### src/hdl/sat_pkg.sv
// ==========================================================
// shared sizes, constants and packed types for the
// single-step WalkSAT flip datapath
//   literal / clause formats, ATT entry, CT row,
//   assignment vector and flip report
// ==========================================================
package sat_pkg;

    // problem sizes
    localparam int NSAT       = 3;               // literals per clause
    localparam int VAR_ADDR_W = 4;
    localparam int NUM_VARS   = 16;              // 2**VAR_ADDR_W
    localparam int LIT_W      = VAR_ADDR_W + 1;  // negation bit on top
    localparam int NUM_LITS   = 32;              // ATT depth, one entry per literal
    localparam int MC         = 4;               // max clauses holding one literal
    localparam int ROW_ADDR_W = 5;
    localparam int NUM_ROWS   = 32;              // CT depth
    localparam int BREAK_W    = 3;               // holds 0..MC
    localparam int CAND_W     = 2;               // candidate index 0..NSAT-1

    // flip selection
    localparam logic [31:0] PRNG_SEED    = 32'h1f2e3d4c;  // must not be zero
    localparam logic [7:0]  NOISE_THRESH = 8'd77;         // 77/256, roughly 0.3

    // accept edge to flip_valid_o edge
    localparam int LATENCY = 6;

    // neg = 1 means the complemented variable
    typedef struct packed {
        logic                  neg;
        logic [VAR_ADDR_W-1:0] addr;
    } literal_t;

    typedef struct packed {
        literal_t [NSAT-1:0] lit;  // lit[0] sits in the low bits
    } clause_t;

    // address translation entry, points at a CT row
    typedef struct packed {
        logic [ROW_ADDR_W-1:0] row;
        logic [MC-1:0]         mask;  // one bit per valid CT slot
    } att_entry_t;

    // every slot keeps the other NSAT-1 literals of one clause
    typedef struct packed {
        literal_t [MC-1:0][NSAT-2:0] lits;
    } ct_row_t;

    typedef logic [NUM_VARS-1:0] var_vec_t;

    typedef struct packed {
        logic [VAR_ADDR_W-1:0] var_addr;  // flipped variable
        logic                  value;     // its new value
        logic [CAND_W-1:0]     cand;      // which literal of the clause
        logic [BREAK_W-1:0]    breaks;    // break count of that candidate
        logic                  noisy;     // random pick, not greedy
    } flip_t;

endpackage

### src/hdl/break_evaluator.sv
// ==========================================================
// break count for one candidate per cycle
//   mask delay to meet the CT row
//   per-slot broken test against the assignment
//   registered population count
// ==========================================================
`timescale 1ns/1ps

module break_evaluator (
    input  logic                         clk_i,
    input  logic                         rst_i,
    input  logic [sat_pkg::MC-1:0]       mask_i,    // from ATT, one cycle early
    input  sat_pkg::ct_row_t             row_i,     // from CT
    input  sat_pkg::var_vec_t            assign_i,  // current assignment
    output logic [sat_pkg::BREAK_W-1:0]  break_o
);

    logic [sat_pkg::MC-1:0]      mask_q;    // mask aligned with row_i
    logic [sat_pkg::MC-1:0]      slot_brk;  // slot would break on the flip
    logic [sat_pkg::BREAK_W-1:0] brk_sum;

    // ATT data leads the CT data by the CT read cycle
    always_ff @(posedge clk_i) begin
        if (rst_i) begin
            mask_q <= '0;
        end else begin
            mask_q <= mask_i;
        end
    end

    // the flipped literal goes false, so the clause breaks
    // only if every remaining literal is false already
    always_comb begin
        for (int s = 0; s < sat_pkg::MC; s++) begin
            slot_brk[s] = mask_q[s];  // empty slots never count
            for (int j = 0; j < sat_pkg::NSAT - 1; j++) begin
                // false when value equals the negation bit
                slot_brk[s] &= (assign_i[row_i.lits[s][j].addr] == row_i.lits[s][j].neg);
            end
        end
    end

    always_comb begin
        brk_sum = '0;
        for (int s = 0; s < sat_pkg::MC; s++) begin
            brk_sum = brk_sum + sat_pkg::BREAK_W'(slot_brk[s]);
        end
    end

    always_ff @(posedge clk_i) begin
        if (rst_i) begin
            break_o <= '0;
        end else begin
            break_o <= brk_sum;  // valid the cycle after E(k+3)
        end
    end

endmodule

### src/hdl/flip_sequencer.sv
// ==========================================================
// step sequencer for one flip
//   clause register and accept handshake
//   negated literal lookups, one per cycle
//   candidate tag delay line, decide strobe
// ==========================================================
`timescale 1ns/1ps

module flip_sequencer (
    input  logic                        clk_i,
    input  logic                        rst_i,
    input  logic                        clause_valid_i,
    input  sat_pkg::clause_t            clause_i,
    output logic                        ready_o,
    output logic [sat_pkg::LIT_W-1:0]   lookup_addr_o,  // ATT read address
    output logic                        break_valid_o,
    output logic [sat_pkg::CAND_W-1:0]  break_index_o,
    output logic                        decide_o,
    output sat_pkg::clause_t            cand_lit_o      // held clause for the flip unit
);

    logic [$clog2(sat_pkg::LATENCY+1)-1:0] cnt_q;  // 0 idle, 1..LATENCY busy
    sat_pkg::clause_t                      clause_q;
    logic                                  accept;
    logic                                  issue_vld;
    logic [sat_pkg::CAND_W-1:0]            issue_idx;
    sat_pkg::literal_t                     issue_lit;

    // tag delay matches ATT read, CT read and break register
    logic [2:0]                 tag_vld_q;
    logic [sat_pkg::CAND_W-1:0] tag_idx_q [3];

    assign ready_o = (cnt_q == '0);
    assign accept  = clause_valid_i & ready_o;

    always_ff @(posedge clk_i) begin
        if (rst_i) begin
            cnt_q <= '0;
        end else if (accept) begin
            cnt_q <= 1'b1;  // E0
        end else if (cnt_q == sat_pkg::LATENCY) begin
            cnt_q <= '0;  // ready again at E6
        end else if (cnt_q != '0) begin
            cnt_q <= cnt_q + 1'b1;
        end
    end

    // clause register, only written on accept
    always_ff @(posedge clk_i) begin
        if (accept) begin
            clause_q <= clause_i;
        end
    end

    // candidate k is looked up in busy cycle k+1
    assign issue_vld = (cnt_q != '0) && (cnt_q <= sat_pkg::NSAT);
    assign issue_idx = issue_vld ? sat_pkg::CAND_W'(cnt_q - 1'b1) : '0;
    assign issue_lit = clause_q.lit[issue_idx];

    // flip the negation bit, the ATT is indexed by the negated literal
    assign lookup_addr_o = {~issue_lit.neg, issue_lit.addr};

    always_ff @(posedge clk_i) begin
        if (rst_i) begin
            tag_vld_q <= '0;
        end else begin
            tag_vld_q <= {tag_vld_q[1:0], issue_vld};
        end
    end

    always_ff @(posedge clk_i) begin
        tag_idx_q[0] <= issue_idx;
        tag_idx_q[1] <= tag_idx_q[0];
        tag_idx_q[2] <= tag_idx_q[1];
    end

    assign break_valid_o = tag_vld_q[2];  // busy cycles 4..6
    assign break_index_o = tag_idx_q[2];
    assign decide_o      = (cnt_q == sat_pkg::LATENCY);  // last count arrives here too
    assign cand_lit_o    = clause_q;

endmodule

### src/hdl/sat_flip_datapath.sv
// ==========================================================
// top of the flip step datapath
//   sequencer, address translation table, clause table,
//   break evaluator and flip unit
//   table load ports are plain strobes
// ==========================================================
`timescale 1ns/1ps

module sat_flip_datapath (
    input  logic                           clk_i,
    input  logic                           rst_i,
    // address translation table load
    input  logic                           att_wr_en_i,
    input  logic [sat_pkg::LIT_W-1:0]      att_wr_addr_i,
    input  sat_pkg::att_entry_t            att_wr_data_i,
    // clause table load
    input  logic                           ct_wr_en_i,
    input  logic [sat_pkg::ROW_ADDR_W-1:0] ct_wr_addr_i,
    input  sat_pkg::ct_row_t               ct_wr_data_i,
    // assignment load
    input  logic                           var_wr_en_i,
    input  logic [sat_pkg::VAR_ADDR_W-1:0] var_wr_addr_i,
    input  logic                           var_wr_data_i,
    // unsat clause in
    input  logic                           clause_valid_i,
    input  sat_pkg::clause_t               clause_i,
    output logic                           ready_o,
    // flip out
    output logic                           flip_valid_o,
    output sat_pkg::flip_t                 flip_o
);

    logic [sat_pkg::LIT_W-1:0]   seq_lookup_addr;  // negated literal
    logic                        seq_break_valid;
    logic [sat_pkg::CAND_W-1:0]  seq_break_index;
    logic                        seq_decide;
    sat_pkg::clause_t            seq_clause;
    sat_pkg::att_entry_t         att_entry;        // row pointer + mask
    sat_pkg::ct_row_t            ct_row;
    logic [sat_pkg::BREAK_W-1:0] ev_break;
    sat_pkg::var_vec_t           fu_assign;

    flip_sequencer i_flip_sequencer (
        .clk_i          (clk_i),
        .rst_i          (rst_i),
        .clause_valid_i (clause_valid_i),
        .clause_i       (clause_i),
        .ready_o        (ready_o),
        .lookup_addr_o  (seq_lookup_addr),
        .break_valid_o  (seq_break_valid),
        .break_index_o  (seq_break_index),
        .decide_o       (seq_decide),
        .cand_lit_o     (seq_clause)
    );

    // literal -> CT row and valid slots
    sat_table_ram #(
        .entry_t (sat_pkg::att_entry_t),
        .DEPTH   (sat_pkg::NUM_LITS)
    ) i_att (
        .clk_i     (clk_i),
        .wr_en_i   (att_wr_en_i),
        .wr_addr_i (att_wr_addr_i),
        .wr_data_i (att_wr_data_i),
        .rd_addr_i (seq_lookup_addr),
        .rd_data_o (att_entry)
    );

    // row -> other literals of each clause
    sat_table_ram #(
        .entry_t (sat_pkg::ct_row_t),
        .DEPTH   (sat_pkg::NUM_ROWS)
    ) i_ct (
        .clk_i     (clk_i),
        .wr_en_i   (ct_wr_en_i),
        .wr_addr_i (ct_wr_addr_i),
        .wr_data_i (ct_wr_data_i),
        .rd_addr_i (att_entry.row),  // chained straight off the ATT register
        .rd_data_o (ct_row)
    );

    break_evaluator i_break_evaluator (
        .clk_i    (clk_i),
        .rst_i    (rst_i),
        .mask_i   (att_entry.mask),
        .row_i    (ct_row),
        .assign_i (fu_assign),
        .break_o  (ev_break)
    );

    variable_flip_unit i_variable_flip_unit (
        .clk_i         (clk_i),
        .rst_i         (rst_i),
        .var_wr_en_i   (var_wr_en_i),
        .var_wr_addr_i (var_wr_addr_i),
        .var_wr_data_i (var_wr_data_i),
        .break_valid_i (seq_break_valid),
        .break_index_i (seq_break_index),
        .break_i       (ev_break),
        .decide_i      (seq_decide),
        .clause_i      (seq_clause),
        .assign_o      (fu_assign),
        .flip_valid_o  (flip_valid_o),
        .flip_o        (flip_o)
    );

endmodule

### src/hdl/sat_table_ram.sv
// ==========================================================
// generic table, one write port and a registered read
// used for the address translation and clause tables
// ==========================================================
`timescale 1ns/1ps

module sat_table_ram #(
    parameter type entry_t = logic [7:0],
    parameter int  DEPTH   = 32
) (
    input  logic                     clk_i,
    input  logic                     wr_en_i,
    input  logic [$clog2(DEPTH)-1:0] wr_addr_i,
    input  entry_t                   wr_data_i,
    input  logic [$clog2(DEPTH)-1:0] rd_addr_i,
    output entry_t                   rd_data_o
);

    entry_t mem [DEPTH];  // contents come from the load port only

    // write and read on the same edge, read returns the old word
    always_ff @(posedge clk_i) begin
        if (wr_en_i) begin
            mem[wr_addr_i] <= wr_data_i;
        end
        rd_data_o <= mem[rd_addr_i];  // one cycle address to data
    end

endmodule

### src/hdl/variable_flip_unit.sv
// ==========================================================
// assignment store and flip decision
//   variable table with load port and flip write
//   xorshift32 noise source
//   freebie / noise / greedy candidate choice
//   registered flip report
// ==========================================================
`timescale 1ns/1ps

module variable_flip_unit (
    input  logic                          clk_i,
    input  logic                          rst_i,
    input  logic                          var_wr_en_i,
    input  logic [sat_pkg::VAR_ADDR_W-1:0] var_wr_addr_i,
    input  logic                          var_wr_data_i,
    input  logic                          break_valid_i,
    input  logic [sat_pkg::CAND_W-1:0]    break_index_i,
    input  logic [sat_pkg::BREAK_W-1:0]   break_i,
    input  logic                          decide_i,
    input  sat_pkg::clause_t              clause_i,
    output sat_pkg::var_vec_t             assign_o,
    output logic                          flip_valid_o,
    output sat_pkg::flip_t                flip_o
);

    sat_pkg::var_vec_t           assign_q;
    logic [31:0]                 prng_q;
    logic [31:0]                 prng_nxt;
    logic [sat_pkg::BREAK_W-1:0] brk0_q;  // candidate 0, captured early
    logic [sat_pkg::BREAK_W-1:0] brk1_q;
    logic [sat_pkg::BREAK_W-1:0] cand_brk [sat_pkg::NSAT];

    logic                        free_hit;
    logic [sat_pkg::CAND_W-1:0]  free_idx;
    logic [sat_pkg::CAND_W-1:0]  min_idx;
    logic [sat_pkg::CAND_W-1:0]  rnd_idx;
    logic                        noisy;
    logic [sat_pkg::CAND_W-1:0]  pick;
    sat_pkg::literal_t           pick_lit;
    logic                        new_val;

    // xorshift32, shifts 13 / 17 / 5
    function automatic logic [31:0] xorshift32(input logic [31:0] s);
        logic [31:0] x;
        x = s;
        x = x ^ (x << 13);
        x = x ^ (x >> 17);
        x = x ^ (x << 5);
        return x;
    endfunction

    assign prng_nxt = xorshift32(prng_q);  // draw used by this decision
    assign assign_o = assign_q;

    // candidate 2 is still on break_i when decide is high
    always_comb begin
        cand_brk[0] = brk0_q;
        cand_brk[1] = brk1_q;
        cand_brk[2] = break_i;
    end

    always_comb begin
        free_hit = 1'b0;
        free_idx = '0;
        // scan downwards so the lowest zero wins
        for (int k = sat_pkg::NSAT - 1; k >= 0; k--) begin
            if (cand_brk[k] == '0) begin
                free_hit = 1'b1;
                free_idx = sat_pkg::CAND_W'(k);
            end
        end
        min_idx = '0;
        for (int k = 1; k < sat_pkg::NSAT; k++) begin
            if (cand_brk[k] < cand_brk[min_idx]) begin  // strict, ties keep lower
                min_idx = sat_pkg::CAND_W'(k);
            end
        end
        rnd_idx = sat_pkg::CAND_W'(prng_nxt[15:8] % 8'd3);
        noisy   = ~free_hit & (prng_nxt[7:0] < sat_pkg::NOISE_THRESH);
        if (free_hit) begin
            pick = free_idx;
        end else if (noisy) begin
            pick = rnd_idx;
        end else begin
            pick = min_idx;
        end
        pick_lit = clause_i.lit[pick];
        new_val  = ~pick_lit.neg;  // makes the chosen literal true
    end

    // store, PRNG and report strobe
    always_ff @(posedge clk_i) begin
        if (rst_i) begin
            assign_q     <= '0;
            prng_q       <= sat_pkg::PRNG_SEED;
            flip_valid_o <= 1'b0;
        end else begin
            flip_valid_o <= decide_i;  // one cycle, E6
            if (decide_i) begin
                assign_q[pick_lit.addr] <= new_val;
                prng_q                  <= prng_nxt;  // freebie steps it as well
            end else if (var_wr_en_i) begin
                assign_q[var_wr_addr_i] <= var_wr_data_i;
            end
        end
    end

    always_ff @(posedge clk_i) begin
        if (break_valid_i && (break_index_i == 2'd0)) begin
            brk0_q <= break_i;
        end
        if (break_valid_i && (break_index_i == 2'd1)) begin
            brk1_q <= break_i;
        end
        if (decide_i) begin
            flip_o.var_addr <= pick_lit.addr;
            flip_o.value    <= new_val;
            flip_o.cand     <= pick;
            flip_o.breaks   <= cand_brk[pick];
            flip_o.noisy    <= noisy;
        end
    end

endmodule
### config.mk
export PLATFORM = sky130hd
export DESIGN_NAME = sat_flip_datapath
export DESIGN_NICKNAME = d
export VERILOG_FILES = /design/src/hdl/sat_pkg.sv /design/src/hdl/break_evaluator.sv /design/src/hdl/flip_sequencer.sv /design/src/hdl/sat_flip_datapath.sv /design/src/hdl/sat_table_ram.sv /design/src/hdl/variable_flip_unit.sv
export SDC_FILE = /design/constraint.sdc
export NUM_CORES = 2
export LEC_CHECK = 0
export ABC_AREA = 0
export BUFFER_PORTS_ARGS = -buffer_cell sky130_fd_sc_hd__buf_2
export CORE_MARGIN = 2
export CORE_UTILIZATION = 28
export DETAILED_ROUTE_END_ITERATION = 8
export GPL_ROUTABILITY_DRIVEN = 0
export HOLD_SLACK_MARGIN = 0.03
export PLACE_DENSITY = 0.44
export SLEW_MARGIN = 20
export SYNTH_ARGS = -nofsm -noshare
export SYNTH_HDL_FRONTEND = slang
export SYNTH_HIERARCHICAL = 1
export SYNTH_SLANG_ARGS = --single-unit
export TNS_END_PERCENT = 5
### constraint.sdc
create_clock -name clk_i -period 6.05 [get_ports clk_i]
set_clock_uncertainty 0.2 [all_clocks]
set_input_delay 1.21 -clock clk_i [delete_from_list [all_inputs] [get_ports clk_i]]
set_output_delay 1.21 -clock clk_i [all_outputs]
set_load 0.02 [all_outputs]
==> metrics <==
status finished clean; Residual DRC 0; CP bufs+invs 4; hold crit path type reg -> reg; RSZ-0062 raised after global routing true; fin crit period 5.69 ns; Core Region 246000 µm²; H-tree level count 4; Chip Width 502 µm; Post-DP HPWL 112000 µm; Setup CP Type reg -> reg; worst path arrival time 6.15 ns; GRT Resource Usage Total 15.4%; Top-Level Pins 98; Slowest cell on crit path xnor3_2; Final Cycle Share 94.0%; TNS Setup 0 ns; leading area contributor after synthesis edfxtp_1; synth top area cells edfxtp_1 69%, mux2i_1 10%, mux4_2 3.5%, dfxtp_1 3.4%, a22oi_1 1.3%; ys async rst share 0%; worst path required time 6.51 ns; most common cell in the netlist edfxtp_1; final hold vios 0; Cell Count, Final, Fillers Out 7684; max capacitance violation total 0; worst stage delay on the critical path 0.58 ns; Avg Inst Size Synth 17.2 µm²; slew margin rel. 28.3%; clk sink count 1717; count of warnings emitted by yosys 6; worst skew pair latency 0.86 ns; per-cell routed wire length 25.5 µm; cells after synthesis 4038; post-route antenna net violation count 0; vias 36800; largest net degree at the start of global routing 88; drt total wl 196000 µm; Clock transition at path regs 0.06 ns; Layout Area Growth over Synthesis 15.6%; Pwr per Cell Area 434 nW/µm²; worst vdd ir 0.428 mV; row count 182; number of vias per cell 4.78; share of layout cells above drive strength 1 15.7%; worst slew pin tran 1.07 ns; syn_nets 4137; DRT iter0 DRCs 2701; Final setup violation count 0; crit path launch type flip-flop; first-pass GRT wire length 281000 µm; fin worst setup slack 0.362 ns; final layout net count 4325; post-synth top area share 69.2%; Yosys reg bits 1717; final slew viol count 0; CTS tree done; I/O Buffers 97; Unique masters post-synth 97; sequential share of the synthesized area 72.6%; initial antenna violation count 22; dpl ws 0.0432 ns; Synth Flop Type edfxtp_1; area of the die 252000 µm²; Post-synth EDFFs 1600; Max FO, Critical Path 10; top cells by count, synth 1600 x edfxtp_1, 712 x mux2i_1, 174 x nand2_1, 147 x a21oi_1, 138 x nand3_1; Starting Density 28.2%; CTS Buf Count 189; grt ovf 0; worst path cell trace xnor3_2 -> xor2_4 -> or4_1 -> a21oi_1 -> o32ai_1 -> and3_1 -> inv_1 -> ha_1 -> inv_1 -> or3_1 -> a31oi_1 -> a31o_2 -> a21oi_2 -> nor3_4 -> buf_4 -> mux2_2 -> o31ai_2 -> buf_4 -> a41oi_1 -> a221oi_1 -> nor3_1; vias in the first global route 37500; DP Cell Count 7346; CP Capture Type flip-flop; buffer depth of the longest clock path 3; First-pass DRT Iterations 5; Crit path max-delay family simple AND/OR/NAND/NOR gates; synthesized area 69400 µm²; Root Buffer clkbuf_16; Lkg Pwr 27.2 nW; upper clock frequency limit 176 MHz; die height 502 µm
## cell type report
type                       instances  area [µm²]
multi-input combinational       2073       18000
timing repair buffer             219        1760
inverter                          26        97.6
fill                           23700      166000
clock buffer                     227        4910
clock inverter                   108         915
tap                             3312        4140
sequential                      1717       50400
antenna                            2        5.00
## sequential cells by signal, summed over array words and instances (netlist names), 3 cells and up
signal / cells
i_att/mem: 288
i_att/rd_data_o: 9
i_break_evaluator/break_o: 3
i_break_evaluator/mask_q: 4
i_ct/mem: 1280
i_ct/rd_data_o: 40
i_flip_sequencer/cand_lit_o: 15
i_flip_sequencer/cnt_q: 3
i_flip_sequencer/tag_idx_q: 6
i_flip_sequencer/tag_vld_q: 3
i_variable_flip_unit/assign_o: 16
i_variable_flip_unit/brk0_q: 3
i_variable_flip_unit/brk1_q: 3
i_variable_flip_unit/flip_o: 11
i_variable_flip_unit/prng_q: 32
## cells in the final DEF (no fill, tap or decap), drive strengths merged, types with 19 or more instances in the layout
| master | instances |
|---|---|
| nand3 | 138 |
| a31oi | 44 |
| a21oi | 150 |
| nand2 | 174 |
| a22o | 83 |
| mux4 | 114 |
| a22oi | 121 |
| nor2b | 21 |
| dfxtp | 117 |
| clkbuf | 227 |
| xnor2 | 33 |
| nor3 | 58 |
| buf | 219 |
| nor2 | 130 |
| clkinv | 89 |
| inv | 32 |
| xor2 | 35 |
| mux2 | 19 |
| mux2i | 712 |
| edfxtp | 1600 |
## layer usage
| layer | track usage (%) | share of wire [%] | up-vias | wire length (µm) |
|---|---|---|---|---|
| met5 | 0 | 0.043 | - | 85 |
| met4 | 3.71 | 1.8 | 14 | 3590 |
| met3 | 2.20 | 3.4 | 245 | 6730 |
| met2 | 25.5 | 48 | 669 | 94900 |
| met1 | 21.2 | 46 | 19400 | 90700 |
| li1 | - | - | 16400 | - |
## worst register-to-register path: cells and delay by family, from the launching register on
family / cells / cell delay [ns]
buffers and inverters: 4 / 0.53
xor gates and xnor gates: 2 / 0.84
and+or+nand+nor: 5 / 1.56
adders and majority gates: 1 / 0.17
AOI/OAI and AO/OA: 8 / 1.43
DFF: 1 / 0.45
muxes: 1 / 0.37
## repair_timing
item | CTS | global route
setup endpoints to repair | 0 | 16
gates resized for setup | 0 | 10
hold buffers | 0 | 0
setup buffers | 0 | 1
## logic make-up (layout without fill, tap and decap cells)
kind of cell,count (synthesis),in the layout,share of synthesized area [%]
adders and majority gates,14,14,0.263
AOI/OAI and AO/OA,517,517,5.24
muxes,845,845,14.3
xor gates and xnor gates,79,79,1.26
DFF,1717,1717,72.6
buffers and inverters,248,580,2.02
and+or+nand+nor,618,618,4.29
other,0,2,0
## report_power, final
group	internal (mW)	switching, mW	total, mW
clock network	6.10	4.81	10.9
registers	13.4	0.458	13.9
logic	3.98	6.07	10.1
total	23.5	11.3	34.8
## path summary, 6_finish.rpt
check | start | endpoint | slack [ns] | cells after the start
worst min-delay path | i_flip_sequencer/tag_idx_q[0][0] | i_flip_sequencer/tag_idx_q[0][2] | 0.13 | 0
worst max register to register | i_variable_flip_unit/prng_q[11] | i_variable_flip_unit/assign_o[0] | 0.36 | 21
worst min register to register | i_flip_sequencer/tag_idx_q[0][0] | i_flip_sequencer/tag_idx_q[0][2] | 0.13 | 0
worst max-delay path | i_variable_flip_unit/prng_q[11] | i_variable_flip_unit/assign_o[0] | 0.36 | 21
## stage by stage
step / power, mW / hold slack (ns) / utilization [%] / area (µm²)
floorplan: 20.7 / 0.110 / - / 69400
global placement: 24.5 / 0.111 / 30.2 / 74300
detailed placement: 24.5 / 0.112 / 30.2 / 74300
CTS: 35.5 / 0.126 / 32.6 / 80200
global route: 36.4 / 0.132 / 32.6 / 80200
finish: 34.8 / 0.126 / 32.6 / 80200
No activity file was read; power rests on OpenSTA's default activity.
